`src/rtl/uartPkg.sv`:
```
`default_nettype none

package uartPkg;

  // 8N1 framing, data width of every byte path
  localparam int dataBits = 8;

  typedef logic [dataBits-1:0] byteT;

  // Opcode of a request on the shared RAM
  typedef enum logic
  {
    memRead  = 1'b0,
    memWrite = 1'b1
  } memOpT;

  typedef enum logic [1:0]
  {
    rxIdle  = 2'd0,
    rxStart = 2'd1, // Waiting for the middle of the start bit
    rxData  = 2'd2,
    rxStop  = 2'd3
  } rxStateT;

  typedef enum logic [1:0]
  {
    txIdle  = 2'd0,
    txStart = 2'd1,
    txData  = 2'd2,
    txStop  = 2'd3
  } txStateT;

endpackage

`default_nettype wire

```
`src/rtl/memPort.sv`:
```
`default_nettype none

interface memPort #(
  parameter int queueDepthLog2 = 2
);
  import uartPkg::*;

  // Top address bit selects the queue region
  localparam int addrWidth = queueDepthLog2 + 1;

  logic                 reqValid;
  memOpT                op;
  logic [addrWidth-1:0] addr;
  byteT                 wrData;
  logic                 reqReady;
  logic                 rdValid; // One cycle after a read transfers
  byteT                 rdData;

  modport client (
    output reqValid, op, addr, wrData,
    input  reqReady, rdValid, rdData
  );

  modport server (
    input  reqValid, op, addr, wrData,
    output reqReady, rdValid, rdData
  );

endinterface

`default_nettype wire

```
`src/rtl/arbitratedRam.sv`:
```
`default_nettype none

module arbitratedRam #(
  parameter int queueDepthLog2 = 2
) (
  input  wire    clk,
  input  wire    reset,
  memPort.server portA,
  memPort.server portB
);
  import uartPkg::*;

  localparam int addrWidth = queueDepthLog2 + 1;

  byteT                 ram [2**addrWidth];
  logic                 lastB;   // Port B won the previous grant
  logic                 grantA;
  logic                 grantB;
  logic [addrWidth-1:0] addr;
  memOpT                op;
  byteT                 wrData;
  byteT                 rdReg;

  // Round robin only matters when both ask in the same cycle
  assign grantA = portA.reqValid && (!portB.reqValid || lastB);
  assign grantB = portB.reqValid && !grantA;

  assign portA.reqReady = grantA;
  assign portB.reqReady = grantB;

  assign addr   = grantA ? portA.addr : portB.addr;
  assign op     = grantA ? portA.op : portB.op;
  assign wrData = grantA ? portA.wrData : portB.wrData;

  always_ff @(posedge clk or posedge reset)
  begin
    if (reset)
    begin
      lastB         <= 1'b0;
      portA.rdValid <= 1'b0;
      portB.rdValid <= 1'b0;
    end
    else
    begin
      if (grantA)
        lastB <= 1'b0;
      else if (grantB)
        lastB <= 1'b1;
      portA.rdValid <= grantA && (portA.op == memRead);
      portB.rdValid <= grantB && (portB.op == memRead);
    end
  end

  // Single port, one access per cycle
  always_ff @(posedge clk)
  begin
    if (grantA || grantB)
    begin
      if (op == memWrite)
        ram[addr] <= wrData;
      else
        rdReg <= ram[addr];
    end
  end

  // Only the port with rdValid looks at the data
  assign portA.rdData = rdReg;
  assign portB.rdData = rdReg;

endmodule

`default_nettype wire

```
`src/rtl/ringBuffer.sv`:
```
`default_nettype none

module ringBuffer #(
  parameter int queueDepthLog2 = 2,
  parameter bit regionSel      = 1'b0
) (
  input  wire           clk,
  input  wire           reset,
  input  wire           inValid,
  input  uartPkg::byteT inData,
  output logic          inReady,
  output logic          outValid,
  output uartPkg::byteT outData,
  input  wire           outReady,
  output logic          dropped,
  memPort.client        mem
);
  import uartPkg::*;

  localparam int cntW = queueDepthLog2 + 1;
  localparam logic [cntW-1:0] depth = cntW'(2 ** queueDepthLog2);

  logic [queueDepthLog2-1:0] head;
  logic [queueDepthLog2-1:0] tail;
  logic [cntW-1:0]           count;   // Staged, stored and prefetched entries
  logic [cntW-1:0]           stored;
  logic                      active;
  logic                      stageValid;
  byteT                      stageData;
  logic                      readHeld;
  logic                      canPrefetch;
  logic                      selRead;
  logic                      accept;
  logic                      pop;
  logic                      writeDone;

  assign stored      = count - cntW'(stageValid);
  assign canPrefetch = (stored != '0) && !outValid && !mem.rdValid;
  // An unfinished read keeps the port, otherwise writes win
  assign selRead     = readHeld || (!stageValid && canPrefetch);

  assign inReady   = active && !stageValid && (count != depth);
  assign accept    = inValid && inReady;
  assign pop       = outValid && outReady;
  assign writeDone = stageValid && !selRead && mem.reqReady;

  assign mem.reqValid = selRead || stageValid;
  assign mem.op       = selRead ? memRead : memWrite;
  assign mem.addr     = selRead ? {regionSel, head} : {regionSel, tail};
  assign mem.wrData   = stageData;

  always_ff @(posedge clk or posedge reset)
  begin
    if (reset)
    begin
      head       <= '0;
      tail       <= '0;
      count      <= '0;
      active     <= 1'b0;
      stageValid <= 1'b0;
      readHeld   <= 1'b0;
      outValid   <= 1'b0;
      dropped    <= 1'b0;
    end
    else
    begin
      active   <= 1'b1;
      readHeld <= selRead && !mem.reqReady;
      count    <= count + cntW'(accept) - cntW'(pop);
      if (inValid && !inReady)
        dropped <= 1'b1; // Held until reset
      if (accept)
        stageValid <= 1'b1;
      else if (writeDone)
        stageValid <= 1'b0;
      if (writeDone)
        tail <= tail + 1'b1;
      if (mem.rdValid)
        outValid <= 1'b1;
      else if (pop)
      begin
        outValid <= 1'b0;
        head     <= head + 1'b1;
      end
    end
  end

  always_ff @(posedge clk)
  begin
    if (accept)
      stageData <= inData;
    if (mem.rdValid)
      outData <= mem.rdData; // Head entry, stable until popped
  end

endmodule

`default_nettype wire

```
`src/rtl/uartBridge.sv`:
```
`default_nettype none

module uartBridge #(
  parameter int clksPerBit     = 16,
  parameter int queueDepthLog2 = 2
) (
  input  wire           clk,
  input  wire           reset,
  input  uartPkg::byteT txData,
  input  wire           txValid,
  output logic          txReady,
  output uartPkg::byteT rxData,
  output logic          rxValid,
  input  wire           rxReady,
  input  wire           serialIn,
  output logic          serialOut,
  output logic          rxOverrun,
  output logic          rxFrameError
);
  import uartPkg::*;

  logic txLinkValid;
  logic txLinkReady;
  byteT txLinkData;
  logic rxByteValid;
  byteT rxByte;

  memPort #(.queueDepthLog2(queueDepthLog2)) txMem ();
  memPort #(.queueDepthLog2(queueDepthLog2)) rxMem ();

  // Lower half of the RAM
  ringBuffer #(.queueDepthLog2(queueDepthLog2), .regionSel(1'b0)) txQueue (
    .clk      (clk),
    .reset    (reset),
    .inValid  (txValid),
    .inData   (txData),
    .inReady  (txReady),
    .outValid (txLinkValid),
    .outData  (txLinkData),
    .outReady (txLinkReady),
    .dropped  (),            // Host is back-pressured instead
    .mem      (txMem.client)
  );

  // Upper half of the RAM
  ringBuffer #(.queueDepthLog2(queueDepthLog2), .regionSel(1'b1)) rxQueue (
    .clk      (clk),
    .reset    (reset),
    .inValid  (rxByteValid),
    .inData   (rxByte),
    .inReady  (),            // Line cannot stall
    .outValid (rxValid),
    .outData  (rxData),
    .outReady (rxReady),
    .dropped  (rxOverrun),
    .mem      (rxMem.client)
  );

  arbitratedRam #(.queueDepthLog2(queueDepthLog2)) ram0 (
    .clk   (clk),
    .reset (reset),
    .portA (txMem.server),
    .portB (rxMem.server)
  );

  uartTx #(.clksPerBit(clksPerBit)) tx0 (
    .clk         (clk),
    .reset       (reset),
    .txByteValid (txLinkValid),
    .txByte      (txLinkData),
    .txByteReady (txLinkReady),
    .serialOut   (serialOut)
  );

  uartRx #(.clksPerBit(clksPerBit)) rx0 (
    .clk         (clk),
    .reset       (reset),
    .serialIn    (serialIn),
    .rxByteValid (rxByteValid),
    .rxByte      (rxByte),
    .frameError  (rxFrameError)
  );

endmodule

`default_nettype wire

```
`src/rtl/uartRx.sv`:
```
`default_nettype none

module uartRx #(
  parameter int clksPerBit = 16
) (
  input  wire          clk,
  input  wire          reset,
  input  wire          serialIn,
  output logic         rxByteValid,
  output uartPkg::byteT rxByte,
  output logic         frameError
);
  import uartPkg::*;

  localparam int cntW = $clog2(clksPerBit);
  localparam int bitW = $clog2(dataBits);
  localparam logic [cntW-1:0] lastCnt = cntW'(clksPerBit - 1);
  localparam logic [cntW-1:0] halfCnt = cntW'(clksPerBit / 2 - 1);
  localparam logic [bitW-1:0] lastBit = bitW'(dataBits - 1);

  rxStateT         state;
  logic            syncA;
  logic            syncB;
  logic [cntW-1:0] baudCnt;
  logic [bitW-1:0] bitIdx;
  byteT            shiftReg;
  logic            sampleData;

  // Two-flop synchronizer, idles high like the line
  always_ff @(posedge clk or posedge reset)
  begin
    if (reset)
    begin
      syncA <= 1'b1;
      syncB <= 1'b1;
    end
    else
    begin
      syncA <= serialIn;
      syncB <= syncA;
    end
  end

  assign sampleData = (state == rxData) && (baudCnt == lastCnt);

  always_ff @(posedge clk or posedge reset)
  begin
    if (reset)
    begin
      state       <= rxIdle;
      baudCnt     <= '0;
      bitIdx      <= '0;
      rxByteValid <= 1'b0;
      frameError  <= 1'b0;
    end
    else
    begin
      rxByteValid <= 1'b0;
      case (state)
        rxIdle:
          if (!syncB)
          begin
            state   <= rxStart;
            baudCnt <= '0;
          end
        rxStart:
          if (baudCnt == halfCnt)
          begin
            baudCnt <= '0;
            bitIdx  <= '0;
            state   <= syncB ? rxIdle : rxData; // Glitch, not a start bit
          end
          else
            baudCnt <= baudCnt + 1'b1;
        rxData:
          if (baudCnt == lastCnt)
          begin
            baudCnt <= '0;
            if (bitIdx == lastBit)
              state <= rxStop;
            else
              bitIdx <= bitIdx + 1'b1;
          end
          else
            baudCnt <= baudCnt + 1'b1;
        rxStop:
          if (baudCnt == lastCnt)
          begin
            if (syncB)
              rxByteValid <= 1'b1;
            else
              frameError <= 1'b1; // Sticky until reset
            state <= rxIdle;
          end
          else
            baudCnt <= baudCnt + 1'b1;
        default: state <= rxIdle;
      endcase
    end
  end

  // LSB arrives first, so shift in from the top
  always_ff @(posedge clk)
  begin
    if (sampleData)
      shiftReg <= {syncB, shiftReg[dataBits-1:1]};
  end

  assign rxByte = shiftReg;

endmodule

`default_nettype wire

```
`src/rtl/uartTx.sv`:
```
`default_nettype none

module uartTx #(
  parameter int clksPerBit = 16
) (
  input  wire           clk,
  input  wire           reset,
  input  wire           txByteValid,
  input  uartPkg::byteT txByte,
  output logic          txByteReady,
  output logic          serialOut
);
  import uartPkg::*;

  localparam int cntW = $clog2(clksPerBit);
  localparam int bitW = $clog2(dataBits);
  localparam logic [cntW-1:0] lastCnt = cntW'(clksPerBit - 1);
  localparam logic [bitW-1:0] lastBit = bitW'(dataBits - 1);

  txStateT         state;
  logic [cntW-1:0] baudCnt;
  logic [bitW-1:0] bitIdx;
  byteT            shiftReg;
  logic            accept;
  logic            bitEnd;
  logic            loadBit;

  assign txByteReady = (state == txIdle);
  assign accept      = txByteValid && txByteReady;
  assign bitEnd      = (baudCnt == lastCnt);
  // Next data bit goes out at the end of start or of a non-final data bit
  assign loadBit     = bitEnd && ((state == txStart) ||
                                  (state == txData && bitIdx != lastBit));

  always_ff @(posedge clk or posedge reset)
  begin
    if (reset)
    begin
      state     <= txIdle;
      baudCnt   <= '0;
      bitIdx    <= '0;
      serialOut <= 1'b1;
    end
    else
    begin
      baudCnt <= (state == txIdle || bitEnd) ? '0 : baudCnt + 1'b1;
      if (loadBit)
        serialOut <= shiftReg[0];
      case (state)
        txIdle:
          if (accept)
          begin
            state     <= txStart;
            serialOut <= 1'b0; // Start bit
          end
        txStart:
          if (bitEnd)
          begin
            state  <= txData;
            bitIdx <= '0;
          end
        txData:
          if (bitEnd)
          begin
            if (bitIdx == lastBit)
            begin
              state     <= txStop;
              serialOut <= 1'b1;
            end
            else
              bitIdx <= bitIdx + 1'b1;
          end
        txStop:
          if (bitEnd)
            state <= txIdle;
        default: state <= txIdle;
      endcase
    end
  end

  always_ff @(posedge clk)
  begin
    if (accept)
      shiftReg <= txByte;
    else if (loadBit)
      shiftReg <= shiftReg >> 1;
  end

endmodule

`default_nettype wire

```
`config.mk`:
```
export PLATFORM = sky130hd
export DESIGN_NAME = uartBridge
export DESIGN_NICKNAME = d
export VERILOG_FILES = /design/src/rtl/uartPkg.sv /design/src/rtl/memPort.sv /design/src/rtl/arbitratedRam.sv /design/src/rtl/ringBuffer.sv /design/src/rtl/uartBridge.sv /design/src/rtl/uartRx.sv /design/src/rtl/uartTx.sv
export SDC_FILE = /design/constraint.sdc
export NUM_CORES = 1
export LEC_CHECK = 0
export ABC_AREA = 1
export BUFFER_PORTS_ARGS = -buffer_cell sky130_fd_sc_hd__buf_2
export CAP_MARGIN = 20
export CORE_ASPECT_RATIO = 0.6
export CORE_MARGIN = 5
export CORE_UTILIZATION = 50
export DETAILED_ROUTE_END_ITERATION = 10
export PLACE_DENSITY = 0.77
export SETUP_SLACK_MARGIN = 0.3
export SLEW_MARGIN = 10
export SYNTH_ARGS = -nofsm -noshare
export SYNTH_HDL_FRONTEND = slang
export SYNTH_SLANG_ARGS = --single-unit
```
`constraint.sdc`:
```
create_clock -name clk -period 8.5 [get_ports clk]
set_input_delay 1.7 -clock clk [delete_from_list [all_inputs] [get_ports clk]]
set_output_delay 1.7 -clock clk [all_outputs]
set_load 0.005 [all_outputs]
```
==> results of run 1 <==
-- area by class of cell --
cell class              instances  area (sq um)
well taps                     198         247.7
clock buffers                  19         432.9
multi-input cells             363          2033
repair buffers                 29         160.2
inverters                      87         331.6
fillers                      1160          6230
flip-flops and latches        168          4808
clock inverters                13         92.59
-- critical path: cells and delay by family, from the launching register on --
family                   cells  cell delay [ps]
AND/OR/NAND/NOR              8             1480
AO/OA/AOI/OAI                2              590
flip-flops                   1              430
adder cells (fa/ha/maj)      1              320
buffers and inverters        2              130
-- registers in the layout, indices dropped and copies added, names as in the netlist, 3 cells and up, named ones only --
| signal | count |
|---|---|
| ram0.ram | 64 |
| ram0.portA.rdData | 8 |
| rx0.rxByte | 8 |
| rxQueue.mem.wrData | 8 |
| rxQueue.outData | 8 |
| tx0.shiftReg | 8 |
| txQueue.mem.wrData | 8 |
| txQueue.outData | 8 |
| rx0.baudCnt | 4 |
| tx0.baudCnt | 4 |
| rx0.bitIdx | 3 |
| rxQueue.count | 3 |
| tx0.bitIdx | 3 |
| txQueue.count | 3 |
-- cells in the mapped netlist, types with 2 or more instances --
library cell               number  area share [%]
sky130_fd_sc_hd__a21o_1         2            0.21
sky130_fd_sc_hd__a21oi_1        4            0.28
sky130_fd_sc_hd__buf_2          2            0.14
sky130_fd_sc_hd__buf_6          3            0.47
sky130_fd_sc_hd__dfrtp_1       45              16
sky130_fd_sc_hd__dfstp_2        3             1.1
sky130_fd_sc_hd__edfxtp_1     120              50
sky130_fd_sc_hd__fa_1           2            0.55
sky130_fd_sc_hd__ha_1          16             2.8
sky130_fd_sc_hd__inv_1         82             4.3
sky130_fd_sc_hd__inv_2          2            0.10
sky130_fd_sc_hd__inv_4          2            0.17
sky130_fd_sc_hd__nand2_1      160             8.3
sky130_fd_sc_hd__nand2_2       20             1.7
sky130_fd_sc_hd__nand2_4        5            0.78
sky130_fd_sc_hd__nand2_8        4             1.1
sky130_fd_sc_hd__nand3_1       41             2.8
sky130_fd_sc_hd__nand3_4        3            0.73
sky130_fd_sc_hd__nand3b_1       9            0.93
sky130_fd_sc_hd__nand4_1        2            0.17
sky130_fd_sc_hd__nor2_1        33             1.7
sky130_fd_sc_hd__nor2_2         2            0.17
sky130_fd_sc_hd__nor3_1         8            0.55
sky130_fd_sc_hd__nor3_2         3            0.42
sky130_fd_sc_hd__o21ai_0       22             1.5
sky130_fd_sc_hd__o221ai_1       2            0.24
sky130_fd_sc_hd__xnor2_1        3            0.36
sky130_fd_sc_hd__xor2_1         9             1.1
-- kinds of logic (layout without fill, tap and decap cells) --
family                   after synthesis  in the layout
flip-flops                           168            168
buffers and inverters                 94            148
AND/OR/NAND/NOR                      294            294
XOR/XNOR                              12             12
other                                  1              1
AO/OA/AOI/OAI                         38             38
adder cells (fa/ha/maj)               18             18
-- worst paths after layout --
path,endpoint,slack [ps],depth (start not counted)
worst max-delay path,ram0.ram[2][5],5150,13
worst min-delay path,rx0.syncB,360,0
max in group asynchronous,rx0.syncB,6690,3
min in group asynchronous,tx0.state[1],1250,2
worst min register to register,rx0.syncB,360,0
worst max register to register,ram0.ram[2][5],5150,13
-- metal layers --
layer | wire (um) | up-vias
li1 | - | 2149
met1 | 6442 | 2183
met2 | 6214 | 135
met3 | 1202 | 20
met4 | 169 | 0
met5 | 0 | -
-- metrics by stage --
stage	cell area (sq um)	setup WS, ps
final	8107	5155
after detailed placement	7541	5046
after CTS	8066	5016
after global placement	7541	5240
after global routing	8107	4828
after floorplan	7236	5547
==> impl_metrics.py, run 1 <==
metrics = {
    "drt": {
        "remaining_drc_errors": 0,
        "wirelength_per_cell_um": 16.00,
        "route.final.wire_length_mm": 14.03,
        "firstDrtPassIters": 7,
        "detailed_route_via_count": 4487,
        "vias_per_cell": 5.116,
        "drt-initial-drc-count": 433,
        "antenna_left": 0,
    },
    "logic_synthesis": {
        "synth_seq_area_share_pct": 66.45,
        "compound_gate_portion_of_the_synthesized_area_pct": 3.216,
        "synth_edf_count": 120,
        "yosys_register_bits": 168,
        "synth_flop_cell": "sky130_fd_sc_hd__edfxtp_1",
        "synth_mux_area_share_pct": 0,
        "synth_cell_types": 44,
        "post_synth_and_or_nand_nor_area_fraction_pct": 19.99,
        "synthCells": 625,
        "ys_async_sr_fraction_pct": 28.57,
        "warning_count_from_the_yosys_run": 0,
        "combinational_family_with_the_most_area_after_synthesis": "simple AND/OR/NAND/NOR gates",
        "netlist_area_pre_place_sq_um": 7236,
        "post_synth_xor_area_fraction_pct": 1.453,
        "synth_nets": 656,
        "adder_and_majority_cell_fraction_of_the_synthesized_area_pct": 3.320,
        "synth.avg_cell_area_sq_um": 11.58,
    },
    "grt": {
        "vias_in_the_first_global_route": 4567,
        "antenna_found_initial": 0,
        "gr-max-usage-layer": "met2",
        "grt_util_all_layers_pct": 18.21,
        "grtUsageMet2_pct": 27.98,
        "grt.met1_usage_pct": 25.14,
        "gr-total-overflow": 0,
        "grtUsageMet3_pct": 6.535,
        "grt_max_degree": 49,
        "grt_first_pass_wirelength_mm": 23.61,
    },
    "cells_and_area": {
        "area_delta_synth_final_pct": 12.04,
        "layout.cells.non_filler": 877,
        "post_route_cells_drive_above_1_share_pct": 16.05,
        "final_core_utilization_pct": 56.55,
        "n_antenna_cell": 0,
        "layout_commonest_cell": "sky130_fd_sc_hd__nand2_1",
        "final_nets": 697,
        "mostFrequentLayoutCells": "160 x sky130_fd_sc_hd__nand2_1, 120 x sky130_fd_sc_hd__edfxtp_1, 81 x sky130_fd_sc_hd__inv_1",
    },
    "place": {
        "post-dp-hpwl_mm": 9.885,
        "gpl_congestion": 0.9259,
        "place.port_buffers": 25,
        "dp.cells": 841,
    },
    "cts": {
        "clkLatencyLatePin_ps": 430,
        "cts_post_setup_buffers_inserted": 0,
        "ctsHtreeMaxLevel": 4,
        "max-clock-path-buffers": 2,
        "cts_resized": 0,
        "tritoncts": "yes",
        "clock-root-buffer": "sky130_fd_sc_hd__clkbuf_16",
        "numClockSinks": 168,
        "clk_pin_slew_worst_paths_ps": 70,
        "cts_hold_repair.buffers": 0,
        "tritoncts.num_buffers": 17,
    },
    "critical_path": {
        "cpPeakStageDelay_ps": 800,
        "crit_fanout": 26,
        "critical_path.most_common_cell": "sky130_fd_sc_hd__nand2_8",
        "worstSetupStartpoint": "txQueue.stageValid",
        "cp_data_required_time_ps": 8540,
        "critPathCaptureType": "flop",
        "cp_slowest_cell": "sky130_fd_sc_hd__nor3_1",
        "worst-endpoint-arrival_ps": 3390,
        "crit_chain": "ha_1 > inv_1 > nor2_1 > nand3_1 > nand2_2 > nand2_4 > inv_4 > nand2_8 > nand2_8 > nand2_1 > o21ai_1 > o21bai_4 > nor3_1",
        "timing.critical_path.from_type": "flop",
        "worst_r2r_startpoint": "txQueue.stageValid",
        "critPathKind": "reg2reg",
    },
    "timing": {
        "layout_worst_path_cycle_share_pct": 39.36,
        "hold_slack_ps": 357.1,
        "timing_max_transition_violations_final": 0,
        "clock.fmax_ghz": 0.2989,
        "timing.setup.tns_ps": 0,
        "final-hold-violation-count": 0,
        "post-route-min-period_ps": 3345,
        "max-slew-margin-rel_pct": 30.16,
        "setup_repair_after_global_routing_missed_its_margin": "false",
        "fin_skew_ps": 10.03,
        "timing_worst_slew_pin_value_ps": 1040,
        "setup-violations-final": 0,
    },
    "die": {
        "floorplan.rows": 34,
        "effective_utilization_at_floorplan_pct": 50.47,
        "fp.dieH_um": 103.2,
        "fp.dieArea_sq_um": 17060,
        "fp.coreArea_sq_um": 14340,
        "die_x_um": 165.3,
        "pin_count": 26,
    },
    "status": {
        "run_status": "complete, no violations",
    },
    "hold_path": {
        "min_path_type": "reg2reg",
        "hp_start": "rx0.syncA",
    },
    "job": {
        "cap_violations": 0,
    },
}
Power of run 1 is not shown: default switching activity piles up to over one toggle a cycle in this logic, so the estimate is an artifact.
==> run 2, diff against run 1 <==
--- a/config.mk
+++ b/config.mk
@@ -12,7 +12,7 @@
 export CORE_MARGIN = 5
 export CORE_UTILIZATION = 50
 export DETAILED_ROUTE_END_ITERATION = 10
-export PLACE_DENSITY = 0.77
+export PLACE_DENSITY = 0.79
 export SETUP_SLACK_MARGIN = 0.3
 export SLEW_MARGIN = 10
 export SYNTH_ARGS = -nofsm -noshare
==> constraint.sdc (replaced) <==
create_clock -name clk -period 3.04 [get_ports clk]
set_input_delay 0.608 -clock clk [delete_from_list [all_inputs] [get_ports clk]]
set_output_delay 0.608 -clock clk [all_outputs]
set_load 0.005 [all_outputs]
==> run 2 against run 1 <==
Effect of this change: wire length rose by 0.24%; global-route usage fell by 0.48 points; count of clock-buffer cells in the layout fell by 2; die area did not move; maximum frequency rose by 31%; sequential share of layout area fell by 1.5 points; non-clock buffer count rose by 5; utilization rose by 1.4 points; largest cell class unchanged; highest routed layer unchanged.
==> impl_metrics.py, run 2 (same netlist as run 1, synthesis figures left out) <==
metrics = {
    "critical_path": {
        "critPathKind": "reg2reg",
        "critPathCaptureType": "flop",
        "timing.critical_path.from_type": "flop",
        "crit_fanout": 20,
        "worst-endpoint-arrival_ps": 2730,
        "cp_data_required_time_ps": 3210,
        "setup.reg_to_reg.worst_slack_ps": 480,
    },
    "cells_and_area": {
        "regMostFlops": "ram0.ram",
        "seqCellArea_sq_um": 4808,
        "largest_register_ff_count": 64,
        "area_delta_synth_final_pct": 14.89,
        "n_antenna_cell": 0,
        "post_route_cells_drive_above_1_share_pct": 18.10,
        "mostFrequentLayoutCells": "158 x sky130_fd_sc_hd__nand2_1, 120 x sky130_fd_sc_hd__edfxtp_1, 81 x sky130_fd_sc_hd__inv_1",
        "multi_input_area_sq_um": 2069,
        "layout.cells.non_filler": 883,
        "filler_cell_count": 1111,
        "final_nets": 703,
        "layout_commonest_cell": "sky130_fd_sc_hd__nand2_1",
    },
    "status": {
        "run_status": "complete, no violations",
    },
    "timing": {
        "timing_max_transition_violations_final": 0,
        "setup_repair_after_global_routing_missed_its_margin": "false",
        "timing.setup.tns_ps": 0,
        "layout_worst_path_cycle_share_pct": 84.08,
        "setup-violations-final": 0,
        "max-slew-margin-rel_pct": 50.64,
        "clock.fmax_ghz": 0.3912,
        "post-route-min-period_ps": 2556,
        "fin_skew_ps": 12.02,
        "final-hold-violation-count": 0,
        "timing_worst_slew_pin_value_ps": 737.7,
    },
    "drt": {
        "drt-initial-drc-count": 400,
        "firstDrtPassIters": 4,
        "detailed_route_via_count": 4496,
        "antenna_left": 0,
        "remaining_drc_errors": 0,
        "route.final.wire_length_mm": 14.06,
        "wirelength_per_cell_um": 15.92,
        "vias_per_cell": 5.092,
    },
    "grt": {
        "grt_first_pass_wirelength_mm": 22.54,
        "gr-max-usage-layer": "met2",
        "grtUsageMet3_pct": 4.832,
        "grt_util_all_layers_pct": 17.73,
        "grtUsageMet2_pct": 27.26,
        "gr-total-overflow": 0,
        "grt_max_degree": 49,
        "antenna_found_initial": 0,
        "grt.met1_usage_pct": 24.91,
        "vias_in_the_first_global_route": 4447,
    },
    "die": {
        "effective_utilization_at_floorplan_pct": 50.47,
        "floorplan.rows": 34,
        "fp.dieArea_sq_um": 17060,
        "fp.coreArea_sq_um": 14340,
        "pin_count": 26,
        "die_x_um": 165.3,
        "fp.dieH_um": 103.2,
    },
    "place": {
        "gpl_congestion": 0.9011,
        "place.port_buffers": 25,
        "post-dp-hpwl_mm": 9.742,
        "dp.cells": 849,
    },
    "cts": {
        "clock-root-buffer": "sky130_fd_sc_hd__clkbuf_16",
        "max-clock-path-buffers": 2,
        "tritoncts": "yes",
        "numClockSinks": 168,
        "ctsHtreeMaxLevel": 4,
        "clk_pin_slew_worst_paths_ps": 70,
        "tritoncts.num_buffers": 17,
        "cts_post_setup_buffers_inserted": 0,
        "clkLatencyLatePin_ps": 430,
    },
    "job": {
        "cap_violations": 0,
    },
    "hold_path": {
        "min_path_type": "in2async",
    },
}
[run 2: cell types whose count changed in the layout (fill, tap and decap cells not counted), sizes merged]
cell	previous run	this run
buf	29	34
clkinvlp	0	5
bufinv	0	4
clkinv	5	1
inv	95	92
clkbuf	19	17
nand2	189	190
[run 2: layout make-up]
| class | count | area share [%] |
|---|---|---|
| sequential | 168 | 57.84 |
| multi-input combinational | 364 | 24.89 |
| clock buffer | 17 | 5.117 |
| inverter | 87 | 4.034 |
| tap | 198 | 2.980 |
| clock inverter | 15 | 2.574 |
| timing repair buffer | 34 | 2.559 |
[run 2: worst paths after layout]
check / end / start / cells past startpoint
min in group clk: rx0.syncA / serialIn / 1
setup / recovery: ram0.portA.rdData[6] / txQueue.stageValid / 16
setup reg to reg: ram0.portA.rdData[6] / txQueue.stageValid / 16
hold / removal: txQueue.count[1] / reset / 2
max in group asynchronous: rx0.syncB / reset / 3
hold reg to reg: rx0.syncB / rx0.syncA / 0
[run 2: timing repair]
action,CTS,global route
endpoints found under the setup margin,8,58
cloned,1,0
pin swaps,1,1
gates resized for setup,0,11
hold buffers,0,0
[run 2: metrics by stage]
stage | util, % | hold slack, ps | instance area (sq um) | setup WS [ps]
after floorplan | - | 345.2 | 7236 | 245.0
after global placement | 53.02 | 346.5 | 7601 | 502.8
after detailed placement | 53.02 | 348.4 | 7601 | 423.6
after CTS | 57.56 | 271.2 | 8252 | 362.7
after global routing | 57.99 | 222.5 | 8313 | 307.7
final | 57.99 | 181.0 | 8313 | 483.9
[run 2: critical path, stage by stage (launching register included)]
cell and delay, ps:
sky130_fd_sc_hd__dfrtp_1 420, sky130_fd_sc_hd__ha_1 290, sky130_fd_sc_hd__inv_1 40, sky130_fd_sc_hd__nor2_1 100
sky130_fd_sc_hd__nand3_1 110, sky130_fd_sc_hd__nand2_2 120, sky130_fd_sc_hd__nand2_4 100, sky130_fd_sc_hd__inv_4 110
sky130_fd_sc_hd__nand2_8 90, sky130_fd_sc_hd__nand2_8 160, sky130_fd_sc_hd__nand2_8 90, sky130_fd_sc_hd__nand2_4 240
sky130_fd_sc_hd__nand2_1 80, sky130_fd_sc_hd__nand3_1 110, sky130_fd_sc_hd__nand2_1 80, sky130_fd_sc_hd__nand2_1 70
sky130_fd_sc_hd__nand2_1 90
[run 2: layer usage]
metal | routed length (um) | vias to the layer above
li1 | - | 2156
met1 | 6669 | 2199
met2 | 6324 | 123
met3 | 896 | 18
met4 | 170 | 0
met5 | 0 | -
Power of run 2 is left out for the same reason.
==> run 3, diff against run 2 <==
--- a/config.mk
+++ b/config.mk
@@ -5,7 +5,7 @@
 export SDC_FILE = /design/constraint.sdc
 export NUM_CORES = 1
 export LEC_CHECK = 0
-export ABC_AREA = 1
+export ABC_AREA = 0
 export BUFFER_PORTS_ARGS = -buffer_cell sky130_fd_sc_hd__buf_2
 export CAP_MARGIN = 20
 export CORE_ASPECT_RATIO = 0.6
==> constraint.sdc (replaced) <==
create_clock -name clk -period 2.1 [get_ports clk]
set_input_delay 0.42 -clock clk [delete_from_list [all_inputs] [get_ports clk]]
set_output_delay 0.42 -clock clk [all_outputs]
set_load 0.005 [all_outputs]
==> run 3 against run 2 <==
Effect of this change: the flow now finishes with violations (negative setup slack); synthesized cell count shrank 24%; clock skew grew 2.9 ps; critical path depth shrank 7; global-route usage grew 2.3 points; non-clock buffer count grew 66; wire length grew 14%; maximum frequency shrank 2.0%; count of clock-buffer cells in the layout grew 1; largest cell class unchanged; highest routed layer unchanged.
==> impl_metrics.py, run 3 <==
metrics = {
    "status": {
        "run_status": "finished, violations left",
        "failed_checks": "negative setup slack",
    },
    "logic_synthesis": {
        "yosysMostFrequentCell": "sky130_fd_sc_hd__edfxtp_1",
        "warning_count_from_the_yosys_run": 0,
        "adder_and_majority_cell_fraction_of_the_synthesized_area_pct": 3.408,
        "synth_flop_cell": "sky130_fd_sc_hd__edfxtp_1",
        "netlist_area_pre_place_sq_um": 7049,
        "yosys_register_bits": 168,
        "synth_edf_count": 120,
        "synth_top_cell_by_area": "sky130_fd_sc_hd__edfxtp_1",
        "post_synth_xor_area_fraction_pct": 1.846,
        "synthDominantCellAreaShare_pct": 51.12,
        "synth.avg_cell_area_sq_um": 14.81,
        "synthCells": 476,
        "synth_cell_types": 65,
        "post_synth_and_or_nand_nor_area_fraction_pct": 7.898,
        "synth_commonest_cells": "120 x sky130_fd_sc_hd__edfxtp_1, 45 x sky130_fd_sc_hd__dfrtp_1, 26 x sky130_fd_sc_hd__nand2_1, 26 x sky130_fd_sc_hd__nor2_1, 22 x sky130_fd_sc_hd__inv_1",
        "combinational_family_with_the_most_area_after_synthesis": "compound AO/OA/AOI/OAI gates",
        "compound_gate_portion_of_the_synthesized_area_pct": 9.052,
        "synth_seq_area_share_pct": 68.21,
        "synth_area_leaders": "sky130_fd_sc_hd__edfxtp_1 51%, sky130_fd_sc_hd__dfrtp_1 16%, sky130_fd_sc_hd__ha_1 2.8%",
        "synth_mux_area_share_pct": 7.366,
        "ys_async_sr_fraction_pct": 28.57,
        "synth_nets": 507,
    },
    "place": {
        "place.port_buffers": 25,
        "place_ws_ps": -572.3,
        "post-dp-hpwl_mm": 10.29,
        "gpl_congestion": 0.8653,
    },
    "power_and_ir_drop": {
        "ir_worst_vdd_uv": 918.1,
        "power_leakage_nw": 3.597,
        "power-per-cell-area_nw_per_um2": 1872,
    },
    "timing": {
        "hold_slack_ps": 42.49,
        "timing.setup.tns_ps": -50890,
        "max-slew-margin-rel_pct": 63.20,
        "setup_ws_post_layout_ps": -507.0,
        "final-hold-violation-count": 0,
        "post-route-min-period_ps": 2607,
        "timing_worst_slew_pin_value_ps": 551.1,
        "layout_worst_path_cycle_share_pct": 124.1,
        "timing_max_transition_violations_final": 0,
        "setup_repair_after_global_routing_missed_its_margin": "true",
        "clock.fmax_ghz": 0.3836,
        "fin_skew_ps": 14.96,
        "setup-violations-final": 147,
    },
    "critical_path": {
        "cp_slowest_cell": "sky130_fd_sc_hd__dfrtp_2",
        "crit_fanout": 6,
        "critPathCaptureType": "flop",
        "worst_flop_to_flop_path_endpoint": "ram0.portA.rdData[0]",
        "critical_path.most_common_cell": "sky130_fd_sc_hd__buf_4",
        "cpPeakStageDelay_ps": 440,
        "setup.reg_to_reg.worst_slack_ps": -510,
        "cp_data_required_time_ps": 2270,
        "timing.critical_path.from_type": "flop",
        "crit_chain": "buf_6 > nor3_1 > o2bb2ai_2 > mux2i_4 > buf_4 > buf_4 > o21ai_0 > a21oi_1 > a211o_1",
        "critPathKind": "reg2reg",
        "reg2reg_depth": 9,
        "worst-endpoint-arrival_ps": 2780,
        "worst_r2r_startpoint": "rxQueue.stageValid",
    },
    "drt": {
        "wirelength_per_cell_um": 20.30,
        "firstDrtPassIters": 5,
        "remaining_drc_errors": 0,
        "vias_per_cell": 5.552,
        "metal1_wirelength_mm": 6.883,
        "drt-initial-drc-count": 469,
        "route.final.wire_length_mm": 16.04,
        "detailed_route_via_count": 4386,
        "antenna_left": 0,
        "maxUsedRoutingLayer": "met4",
        "routed-wl-met2_mm": 7.691,
        "met3RoutedLength_mm": 1.289,
    },
    "cts": {
        "ctsHtreeMaxLevel": 4,
        "max-clock-path-buffers": 2,
        "clk_pin_slew_worst_paths_ps": 70,
        "tritoncts.num_buffers": 17,
        "clkLatencyLatePin_ps": 430,
        "tritoncts": "yes",
        "numClockSinks": 168,
        "clock-root-buffer": "sky130_fd_sc_hd__clkbuf_16",
    },
    "grt": {
        "gr-total-overflow": 0,
        "grt_max_degree": 26,
        "grt_util_all_layers_pct": 20.04,
        "vias_in_the_first_global_route": 4510,
        "antenna_found_initial": 0,
        "grt_first_pass_wirelength_mm": 25.10,
    },
    "cells_and_area": {
        "final_nets": 616,
        "final_core_utilization_pct": 66.82,
        "largest_register_ff_count": 64,
        "area_delta_synth_final_pct": 30.33,
        "mostFrequentLayoutCells": "120 x sky130_fd_sc_hd__edfxtp_1, 54 x sky130_fd_sc_hd__buf_4, 41 x sky130_fd_sc_hd__dfrtp_1",
        "post_route_cells_drive_above_1_share_pct": 39.97,
        "n_antenna_cell": 0,
        "regMostFlops": "ram0.ram",
        "layout_commonest_cell": "sky130_fd_sc_hd__edfxtp_1",
    },
    "hold_path": {
        "min_path_type": "in2async",
    },
    "die": {
        "fp.coreArea_sq_um": 13750,
        "effective_utilization_at_floorplan_pct": 51.27,
        "die_x_um": 163.3,
        "fp.dieArea_sq_um": 16650,
        "fp.dieH_um": 102.0,
        "floorplan.rows": 33,
        "pin_count": 26,
    },
    "job": {
        "cap_violations": 0,
    },
}
==> run 3: cell types whose count changed after synthesis, moves of 8 or more <==
cell	delta
sky130_fd_sc_hd__a211o_1	+8
sky130_fd_sc_hd__a21oi_1	+13
sky130_fd_sc_hd__inv_1	-60
sky130_fd_sc_hd__mux2_1	+15
sky130_fd_sc_hd__mux2_2	+10
sky130_fd_sc_hd__mux2i_1	+20
sky130_fd_sc_hd__nand2_1	-134
sky130_fd_sc_hd__nand2_2	-20
sky130_fd_sc_hd__nand2b_1	+8
sky130_fd_sc_hd__nand3_1	-31
sky130_fd_sc_hd__nand3b_1	-8
sky130_fd_sc_hd__o22ai_1	+8
==> run 3: through the flow <==
step | instances | area, sq um | power, mW
after global routing | 790 | 9188 | 17.99
after global placement | 734 | 7983 | 11.52
after floorplan | 476 | 7269 | 9.627
after CTS | 780 | 8974 | 16.25
final | 790 | 9188 | 17.20
after detailed placement | 734 | 7983 | 11.85
==> run 3: repair_timing <==
item / in CTS / in global routing
cloned: 2 / 0
pin swaps: 16 / 16
buffers inserted: 12 / 10
hold buffers: 0 / 0
resized for setup: 71 / 25
endpoints found under the setup margin: 155 / 159
==> run 3: cell families after synthesis <==
family | after synthesis
and+or+nand+nor | 107
other | 1
AOI/OAI and AO/OA | 88
DFF | 168
buffers and inverters | 33
xor gates and xnor gates | 14
muxes | 47
adders and majority gates | 18
==> run 3: power breakdown <==
group / switching [mW] / total, mW / internal [mW]
clock: 1.41 / 3.23 / 1.81
combinational: 4.26 / 8.46 / 4.20
sequential: 0.628 / 5.51 / 4.89
total: 6.30 / 17.2 / 10.9
==> run 3: cell type report <==
| cell class | instances | area, sq um |
|---|---|---|
| repair buffers | 100 | 842.1 |
| inverters | 22 | 85.08 |
| multi-input cells | 276 | 2596 |
| well taps | 192 | 240.2 |
| fillers | 891 | 4562 |
| clock buffers | 18 | 429.2 |
| flip-flops and latches | 168 | 4813 |
| clock inverters | 14 | 181.4 |
==> run 3: worst max path at each step <==
| stage | end | start | cells past startpoint | slack [ps] |
|---|---|---|---|---|
| final | ram0.portA.rdData[0] | rxQueue.stageValid | 9 | -510 |
| after detailed placement | ram0.ram[7][5] | txQueue.count[0] | 8 | -570 |
| after floorplan | ram0.portA.rdData[4] | txQueue.stageValid | 9 | -440 |
| after global routing | ram0.portA.rdData[4] | txQueue.count[0] | 9 | -590 |
| after global placement | ram0.ram[5][3] | txQueue.count[0] | 8 | -520 |
| after CTS | ram0.portA.rdData[4] | txQueue.stageValid | 8 | -460 |
==> run 3: worst max-delay path: cells and delay by family, from the launching register on <==
family	cells	cell delay (ps)
AOI/OAI and AO/OA	4	930
buffers and inverters	3	460
DFF	1	440
and+or+nand+nor	1	290
muxes	1	240
==> run 3: routing by layer <==
metal	up-vias	track usage, %
met5	-	0
met4	0	4.446
met3	18	5.361
met2	190	31.82
met1	2174	28.27
li1	2004	-
Power figures use the tool's default switching activity.
